==> src/dma_pkg.sv <==
/*
 * Shared widths and depths of the DRAM-to-SRAM fill path.
 * One DRAM vector fills exactly one SRAM row of N_LANE words.
 * LANE_BW is derived from N_LANE, which must be a power of two.
 */
`default_nettype none

package dma_pkg;

	//==================================================
	// Addressing
	//==================================================
	// Global DRAM address, byte or word granularity is up to the DRAM
	localparam int GADDR_BW = 32;
	// SRAM row address
	localparam int HIADDR_BW = 8;
	// Row count of one command, 1 to 16
	localparam int ROW_BW = 5;

	//==================================================
	// Data
	//==================================================
	localparam int DATA_BW = 16;
	// Words per DRAM vector and per SRAM row
	localparam int N_LANE = 4;
	// Lane index, also the width of the XOR swap mask
	localparam int LANE_BW = $clog2(N_LANE);

	//==================================================
	// Read tags
	//==================================================
	// Reads allowed in flight between looper and collector
	localparam int TAG_DEPTH = 4;
	// Tag is {last, row}
	localparam int TAG_BW = HIADDR_BW + 1;
	// Position of the last-row flag inside a tag
	localparam int TAG_LAST = HIADDR_BW;

endpackage

`default_nettype wire

==> src/chunk_addr_looper.sv <==
/*
 * Issues one DRAM read address per row of a command.
 * A new command is taken only when idle and all tags are drained,
 * so the swap mask never changes under reads in flight.
 * A row count of 0 is handled as a single row.
 */
`timescale 1ns/1ns
`default_nettype none

module chunk_addr_looper (
	input  wire                            i_clk,
	input  wire                            i_rst_n,
	// Command
	input  wire                            i_cmd_rdy,
	input  wire [dma_pkg::GADDR_BW-1:0]    i_cmd_gbase,
	input  wire [dma_pkg::ROW_BW-1:0]      i_cmd_nrow,
	input  wire [dma_pkg::GADDR_BW-1:0]    i_cmd_stride,
	input  wire [dma_pkg::HIADDR_BW-1:0]   i_cmd_lbase,
	input  wire [dma_pkg::LANE_BW-1:0]     i_cmd_xor_swap,
	output logic                           o_cmd_ack,
	// DRAM read address
	output logic                           o_dramra_rdy,
	output logic [dma_pkg::GADDR_BW-1:0]   o_dramra,
	input  wire                            i_dramra_ack,
	// Tag FIFO
	output logic                           o_push,
	output logic [dma_pkg::TAG_BW-1:0]     o_push_tag,
	input  wire                            i_full,
	input  wire                            i_empty,
	// Swap mask of the current command
	output logic [dma_pkg::LANE_BW-1:0]    o_xor_swap
);

	//==================================================
	// Loop state
	//==================================================
	logic                           busy;
	logic [dma_pkg::ROW_BW-1:0]     row_cnt;
	logic [dma_pkg::ROW_BW-1:0]     row_last;
	logic [dma_pkg::GADDR_BW-1:0]   stride;
	logic [dma_pkg::HIADDR_BW-1:0]  lrow;
	logic                           addr_fire;
	logic                           is_last;

	// Stall address issue while every tag slot is taken
	assign o_dramra_rdy = busy && !i_full;
	assign addr_fire = o_dramra_rdy && i_dramra_ack;
	assign is_last = row_cnt == row_last;

	// Each issued address leaves its row behind in the tag FIFO
	assign o_push = addr_fire;
	assign o_push_tag = {is_last, lrow};

	// Ack is registered, so rdy has been seen for one cycle before it
	always_ff @(posedge i_clk) begin
		if (!i_rst_n) begin
			o_cmd_ack <= 1'b0;
			busy <= 1'b0;
			row_cnt <= '0;
		end else begin
			o_cmd_ack <= i_cmd_rdy && !o_cmd_ack && !busy && i_empty;
			if (o_cmd_ack) begin
				busy <= 1'b1;
				row_cnt <= '0;
			end else if (addr_fire) begin
				if (is_last) begin
					busy <= 1'b0;
				end
				row_cnt <= row_cnt + 1'b1;
			end
		end
	end

	//==================================================
	// Address and row accumulators
	//==================================================
	always_ff @(posedge i_clk) begin
		if (o_cmd_ack) begin
			o_dramra <= i_cmd_gbase;
			stride <= i_cmd_stride;
			lrow <= i_cmd_lbase;
			o_xor_swap <= i_cmd_xor_swap;
			if (i_cmd_nrow == '0) begin
				row_last <= '0;
			end else begin
				row_last <= i_cmd_nrow - 1'b1;
			end
		end else if (addr_fire) begin
			// Both wrap at their own width
			o_dramra <= o_dramra + stride;
			lrow <= lrow + 1'b1;
		end
	end

endmodule

`default_nettype wire

==> src/dma_pipeline.sv <==
/*
 * Fill path top, from one command to a block of SRAM rows.
 * Up to TAG_DEPTH DRAM reads are outstanding at a time.
 * o_done pulses with the last SRAM write of each command.
 */
`timescale 1ns/1ns
`default_nettype none

module dma_pipeline (
	input  wire                            i_clk,
	input  wire                            i_rst_n,
	// Command
	input  wire                            i_cmd_rdy,
	input  wire [dma_pkg::GADDR_BW-1:0]    i_cmd_gbase,
	input  wire [dma_pkg::ROW_BW-1:0]      i_cmd_nrow,
	input  wire [dma_pkg::GADDR_BW-1:0]    i_cmd_stride,
	input  wire [dma_pkg::HIADDR_BW-1:0]   i_cmd_lbase,
	input  wire [dma_pkg::LANE_BW-1:0]     i_cmd_xor_swap,
	output logic                           o_cmd_ack,
	// DRAM read address
	output logic                           o_dramra_rdy,
	output logic [dma_pkg::GADDR_BW-1:0]   o_dramra,
	input  wire                            i_dramra_ack,
	// DRAM read data
	input  wire                            i_dramrd_rdy,
	input  wire [dma_pkg::DATA_BW-1:0]     i_dramrd [dma_pkg::N_LANE],
	output logic                           o_dramrd_ack,
	// SRAM write
	output logic                           o_sram_we,
	output logic [dma_pkg::HIADDR_BW-1:0]  o_sram_hiaddr,
	output logic [dma_pkg::DATA_BW-1:0]    o_sram_wdata [dma_pkg::N_LANE],
	output logic                           o_done
);

	logic                         tag_push;
	logic [dma_pkg::TAG_BW-1:0]   tag_in;
	logic                         tag_pop;
	logic [dma_pkg::TAG_BW-1:0]   tag_head;
	logic                         tag_empty;
	logic                         tag_full;
	logic [dma_pkg::LANE_BW-1:0]  xor_swap;

	//==================================================
	// Address side
	//==================================================
	chunk_addr_looper u_looper (
		.i_clk          (i_clk),
		.i_rst_n        (i_rst_n),
		.i_cmd_rdy      (i_cmd_rdy),
		.i_cmd_gbase    (i_cmd_gbase),
		.i_cmd_nrow     (i_cmd_nrow),
		.i_cmd_stride   (i_cmd_stride),
		.i_cmd_lbase    (i_cmd_lbase),
		.i_cmd_xor_swap (i_cmd_xor_swap),
		.o_cmd_ack      (o_cmd_ack),
		.o_dramra_rdy   (o_dramra_rdy),
		.o_dramra       (o_dramra),
		.i_dramra_ack   (i_dramra_ack),
		.o_push         (tag_push),
		.o_push_tag     (tag_in),
		.i_full         (tag_full),
		.i_empty        (tag_empty),
		.o_xor_swap     (xor_swap)
	);

	// Rows of reads in flight
	tag_fifo #(
		.DEPTH (dma_pkg::TAG_DEPTH)
	) u_tag_fifo (
		.i_clk   (i_clk),
		.i_rst_n (i_rst_n),
		.i_push  (tag_push),
		.i_tag   (tag_in),
		.i_pop   (tag_pop),
		.o_tag   (tag_head),
		.o_empty (tag_empty),
		.o_full  (tag_full)
	);

	//==================================================
	// Data side
	//==================================================
	sram_write_collector u_collector (
		.i_clk         (i_clk),
		.i_rst_n       (i_rst_n),
		.i_dramrd_rdy  (i_dramrd_rdy),
		.i_dramrd      (i_dramrd),
		.o_dramrd_ack  (o_dramrd_ack),
		.i_empty       (tag_empty),
		.i_tag         (tag_head),
		.o_pop         (tag_pop),
		.i_xor_swap    (xor_swap),
		.o_sram_we     (o_sram_we),
		.o_sram_hiaddr (o_sram_hiaddr),
		.o_sram_wdata  (o_sram_wdata),
		.o_done        (o_done)
	);

endmodule

`default_nettype wire

==> src/sram_write_collector.sv <==
/*
 * Takes DRAM vectors in request order and writes them to SRAM.
 * The DRAM must answer in order, as tags are matched by position.
 * The SRAM side has no back-pressure, one write per accepted beat.
 */
`timescale 1ns/1ns
`default_nettype none

module sram_write_collector (
	input  wire                            i_clk,
	input  wire                            i_rst_n,
	// DRAM read data
	input  wire                            i_dramrd_rdy,
	input  wire [dma_pkg::DATA_BW-1:0]     i_dramrd [dma_pkg::N_LANE],
	output logic                           o_dramrd_ack,
	// Tag FIFO head
	input  wire                            i_empty,
	input  wire [dma_pkg::TAG_BW-1:0]      i_tag,
	output logic                           o_pop,
	// Bank butterfly key
	input  wire [dma_pkg::LANE_BW-1:0]     i_xor_swap,
	// SRAM write port
	output logic                           o_sram_we,
	output logic [dma_pkg::HIADDR_BW-1:0]  o_sram_hiaddr,
	output logic [dma_pkg::DATA_BW-1:0]    o_sram_wdata [dma_pkg::N_LANE],
	output logic                           o_done
);

	//==================================================
	// Beat acceptance
	//==================================================
	logic                          beat;
	logic                          tag_last;
	logic [dma_pkg::HIADDR_BW-1:0] tag_row;

	// A beat is only taken when its row is known
	assign beat = i_dramrd_rdy && !i_empty;
	assign o_dramrd_ack = beat;
	assign o_pop = beat;

	assign tag_last = i_tag[dma_pkg::TAG_LAST];
	assign tag_row = i_tag[dma_pkg::HIADDR_BW-1:0];

	//==================================================
	// Bank butterfly
	//==================================================
	logic [dma_pkg::DATA_BW-1:0] swz [dma_pkg::N_LANE];

	// Output lane k picks input lane k^swap
	always_comb begin
		for (int k = 0; k < dma_pkg::N_LANE; k++) begin
			swz[k] = i_dramrd[dma_pkg::LANE_BW'(k) ^ i_xor_swap];
		end
	end

	//==================================================
	// SRAM write stage
	//==================================================
	always_ff @(posedge i_clk) begin
		if (!i_rst_n) begin
			o_sram_we <= 1'b0;
			o_done <= 1'b0;
		end else begin
			o_sram_we <= beat;
			// Last row of a command closes it
			o_done <= beat && tag_last;
		end
	end

	// Row address and data only matter while we is high
	always_ff @(posedge i_clk) begin
		if (beat) begin
			o_sram_hiaddr <= tag_row;
			for (int k = 0; k < dma_pkg::N_LANE; k++) begin
				o_sram_wdata[k] <= swz[k];
			end
		end
	end

endmodule

`default_nettype wire

==> src/tag_fifo.sv <==
/*
 * Tags of DRAM reads still in flight, oldest at the head.
 * Push to a full FIFO or pop from an empty one is not guarded.
 * A push shows at the head one cycle later.
 */
`timescale 1ns/1ns
`default_nettype none

module tag_fifo #(
	parameter int DEPTH = dma_pkg::TAG_DEPTH
) (
	input  wire                          i_clk,
	input  wire                          i_rst_n,
	input  wire                          i_push,
	input  wire [dma_pkg::TAG_BW-1:0]    i_tag,
	input  wire                          i_pop,
	output logic [dma_pkg::TAG_BW-1:0]   o_tag,
	output logic                         o_empty,
	output logic                         o_full
);

	localparam int PTR_BW = (DEPTH > 1) ? $clog2(DEPTH) : 1;
	localparam int CNT_BW = $clog2(DEPTH + 1);

	logic [dma_pkg::TAG_BW-1:0] mem [DEPTH];
	logic [PTR_BW-1:0]          wr_ptr;
	logic [PTR_BW-1:0]          rd_ptr;
	logic [CNT_BW-1:0]          count;

	assign o_tag = mem[rd_ptr];
	assign o_empty = count == '0;
	assign o_full = count == CNT_BW'(DEPTH);

	// Storage
	always_ff @(posedge i_clk) begin
		if (i_push) begin
			mem[wr_ptr] <= i_tag;
		end
	end

	//==================================================
	// Pointers and occupancy
	//==================================================
	always_ff @(posedge i_clk) begin
		if (!i_rst_n) begin
			wr_ptr <= '0;
			rd_ptr <= '0;
			count <= '0;
		end else begin
			if (i_push) begin
				wr_ptr <= (wr_ptr == PTR_BW'(DEPTH - 1)) ? '0 : wr_ptr + 1'b1;
			end
			if (i_pop) begin
				rd_ptr <= (rd_ptr == PTR_BW'(DEPTH - 1)) ? '0 : rd_ptr + 1'b1;
			end
			// Push and pop together leave the count alone
			if (i_push && !i_pop) begin
				count <= count + 1'b1;
			end else if (i_pop && !i_push) begin
				count <= count - 1'b1;
			end
		end
	end

endmodule

`default_nettype wire

==> config.mk <==
export PLATFORM = sky130hd
export DESIGN_NAME = dma_pipeline
export DESIGN_NICKNAME = d
export VERILOG_FILES = /design/src/dma_pkg.sv /design/src/chunk_addr_looper.sv /design/src/dma_pipeline.sv /design/src/sram_write_collector.sv /design/src/tag_fifo.sv
export SDC_FILE = /design/constraint.sdc
export NUM_CORES = 1
export LEC_CHECK = 0
export CAP_MARGIN = 5
export CORE_AREA = 2 2 139 141
export DETAILED_ROUTE_END_ITERATION = 10
export DIE_AREA = 0 0 141 143
export DONT_BUFFER_PORTS = 1
export PLACE_DENSITY_LB_ADDON = 0.3
export SYNTH_ARGS = -nofsm -noshare
export SYNTH_HDL_FRONTEND = slang
export SYNTH_HIERARCHICAL = 1
export SYNTH_SLANG_ARGS = --single-unit
==> constraint.sdc <==
create_clock -name i_clk -period 5.6 [get_ports i_clk]
set_input_delay 0.28 -clock i_clk [delete_from_list [all_inputs] [get_ports i_clk]]
set_output_delay 0.28 -clock i_clk [all_outputs]
set_load 0.02 [all_outputs]
==> results_dict.tcl <==
set metrics [dict create \
    grt_max_degree 82 \
    finalInstanceArea_mm2 0.0122 \
    hold_violations 0 \
    vias_per_cell 6.29 \
    synth_top_area_cell "edfxtp_1" \
    ios 257 \
    grt_pass1_wl_um 34900 \
    fin_crit_ns 3.18 \
    crit_top_cell "o211ai_1" \
    cts-root-buf "clkbuf_16" \
    netlist_area_mm2 0.0106 \
    synth.avg_cell_area_um2 14.5 \
    firstDrtPassIters 5 \
    dpl.hpwl_um 15800 \
    period_share 0.568 \
    fin_skew_ns 0.0118 \
    post_cts_resize_count 0 \
    cellLeakagePower_nw 4.15 \
    die_y_um 143 \
    timing.slew.headroom 0.311 \
    vias 6646 \
    critPathKind "flop to flop" \
    syn2layout_area_growth_pct 14.9 \
    yosys.area.top_type_share 0.529 \
    synthTopCellsByArea "edfxtp_1 53%, mux4_2 15%, ha_1 4.7%, dfxtp_1 3.4%, o21ai_0 2.3%" \
    cts_num_sinks 205 \
    placed_cells 938 \
    drt_iter0_markers 377 \
    ys_ff_latch 205 \
    ant_nets 0 \
    start_kind "flop" \
    grt_use_total 0.220 \
    synth_seq_area_share 0.563 \
    dieArea_mm2 0.0202 \
    setup-violations-final 0 \
    numPortBuffers 0 \
    cts_buffer_depth 3 \
    crit_required_ns 5.82 \
    yosysMostFrequentCell "edfxtp_1" \
    drive_above_1_share 0.146 \
    synth_edf_count 187 \
    grt_pass1_vias 6721 \
    whs_path_depth 2 \
    start_util 0.571 \
    core_mm2 0.0186 \
    slew_violations 0 \
    timing.fmax_ghz 0.314 \
    h-tree-depth 1 \
    drc 0 \
    synth_cells 732 \
    end_kind "flop" \
    postPlaceCellArea_mm2 0.0107 \
    ff2ff_setup_slack_ns 2.42 \
    cp_slowest_cell "edfxtp_1" \
    hp-start "i_rst_n" \
    path_max_fanout 5 \
    grt_overflow 0 \
    syn_nets 922 \
    reg2reg_depth 10 \
    async_reset_ff_frac 0 \
    vdd_ir_drop_max_v 0.000330 \
    path_clk_slew_ns 0.06 \
    die_w_um 141 \
    yosysUniqueCellTypes 57 \
    num_rows 50 \
    cts_made_buffers 22 \
    wl_um 22500 \
    finalSetupTns_ns 0 \
    wire_per_inst_um 21.3 \
    cts_tree "built" \
    drv_cap 0 \
    synth_common_cells "187 x edfxtp_1, 72 x mux4_2, 62 x nand2_1" \
    antenna_found_initial 1 \
    grt_setup_unrepaired "no" \
    worstReg2RegEnd "u_looper/o_dramra[28]$_DFFE_PP_" \
    place.gp.congestion 0.862 \
    tightest_slew_ns 1.03 \
    diodes 0 \
    ys_warn_count 6 \
    crit_chain "ha_1, fa_1, a21oi_1, o211ai_1, o211ai_1, a21o_1, o311a_1, a31oi_1, xnor2_1, o21ai_0" \
    p_per_area_mw_per_mm2 470 \
    slowest_delay_ns 0.51 \
    status "completed" \
    hp-class "input port to flop" \
    hold_end "u_looper/row_cnt[0]$_SDFFE_PP0P_" \
    synth_flop_cell "edfxtp_1" \
    r2r-start "u_looper/o_dramra[0]$_DFFE_PP_" \
    finalNonFillerCells 1057 \
    fin_nets 997 \
    insertion_delay_ns 0.51 \
    arrival_ns 3.40 \
]
-- state kept, by name (all words and copies together) (netlist names), 2 cells and up, named ones only --
signal / cells
u_looper/o_xor_swap: 2
u_tag_fifo/mem: 36
u_looper/o_dramra: 32
u_looper/lrow: 8
u_collector/o_sram_hiaddr: 8
u_looper/stride: 32
u_looper/row_last: 5
u_tag_fifo/count: 3
u_collector/o_sram_wdata: 64
u_tag_fifo/rd_ptr: 2
u_looper/row_cnt: 5
u_tag_fifo/wr_ptr: 2
-- layout make-up --
cell class                 instances  area (um2)
clock buffer                      35         629
clock inverter                     5        61.3
fill                            1298        6390
inverter                          18        67.6
multi-input combinational        477        4340
sequential                       205        5980
tap                              234         293
timing repair buffer              83         821
-- timing repair --
item | 4_1_cts | 5_1_grt
setup endpoints to repair | 0 | 0
hold buffers | 79 | 0
setup buffers | 0 | 0
endpoints found under the hold margin | 89 | 0
-- worst max-delay path by stage --
stage | from | depth (start not counted) | endpoint
finish | u_looper/o_dramra[0]$_DFFE_PP_ | 10 | u_looper/o_dramra[28]$_DFFE_PP_
global route | u_looper/o_dramra[0]$_DFFE_PP_ | 10 | u_looper/o_dramra[28]$_DFFE_PP_
CTS | u_looper/o_dramra[3]$_DFFE_PP_ | 9 | u_looper/o_dramra[29]$_DFFE_PP_
detailed placement | u_looper/o_dramra[3]$_DFFE_PP_ | 9 | u_looper/o_dramra[29]$_DFFE_PP_
global placement | u_looper/o_dramra[0]$_DFFE_PP_ | 10 | u_looper/o_dramra[24]$_DFFE_PP_
floorplan | u_tag_fifo/count[0]$_SDFFE_PN0P_ | 10 | u_tag_fifo/count[2]$_SDFFE_PN0P_
-- critical path, delay by kind of cell, from the launching register on --
family,cells,cell delay [ns]
flip-flops,1,0.51
AO/OA/AOI/OAI,7,1.48
adder cells (fa/ha/maj),2,0.75
XOR/XNOR,1,0.14
-- cell usage in the layout, fill, tap and decap left out, drive strengths merged, types with 11 or more instances in the layout --
cell	synthesis	final
nand2	63	63
mux4	73	73
o21ai	51	51
ha	40	40
clkbuf	10	35
nor2	29	29
dfxtp	18	18
a21oi	40	40
dlygate4sd3	0	79
xor2	18	18
nor3	11	11
inv	18	18
xnor2	25	25
edfxtp	187	187
nand3	14	14
-- power breakdown --
| part | internal, mW | switching, mW | leakage [nW] |
|---|---|---|---|
| Clock | 0.817 | 0.559 | 0.337 |
| Combinational | 0.720 | 0.977 | 1.94 |
| Sequential | 2.19 | 0.475 | 1.87 |
| Total | 3.73 | 2.01 | 4.15 |
-- cell families after synthesis --
| kind of cell | Yosys count | share of synthesized area |
|---|---|---|
| adders and majority gates | 42 | 0.0509 |
| AOI/OAI and AO/OA | 139 | 0.0785 |
| muxes | 82 | 0.164 |
| and+or+nand+nor | 171 | 0.0792 |
| DFF | 205 | 0.563 |
| buffers and inverters | 50 | 0.0288 |
| xor gates and xnor gates | 43 | 0.0355 |
-- per-layer routing --
metal / GRT usage / vias up / share of wire
li1: - / 3028 / -
met1: 0.248 / 3235 / 0.36
met2: 0.392 / 317 / 0.52
met3: 0.0661 / 64 / 0.085
met4: 0.0911 / 2 / 0.038
met5: 0 / - / 0.00040
-- per-stage QoR --
stage          power, mW  utilization  setup WS [ns]  hold slack [ns]
2_1_floorplan       3.95            -         0.0774            0.379
3_3_place_gp        4.24        0.576           2.54            0.379
3_5_place_dp        4.31        0.576           2.49            0.379
4_1_cts             5.75        0.656           2.45          0.00140
5_1_grt             6.05        0.656           2.25           0.0410
6_report            5.74        0.656           2.42           0.0329
Note: power is estimated with default switching activity, not from simulation.
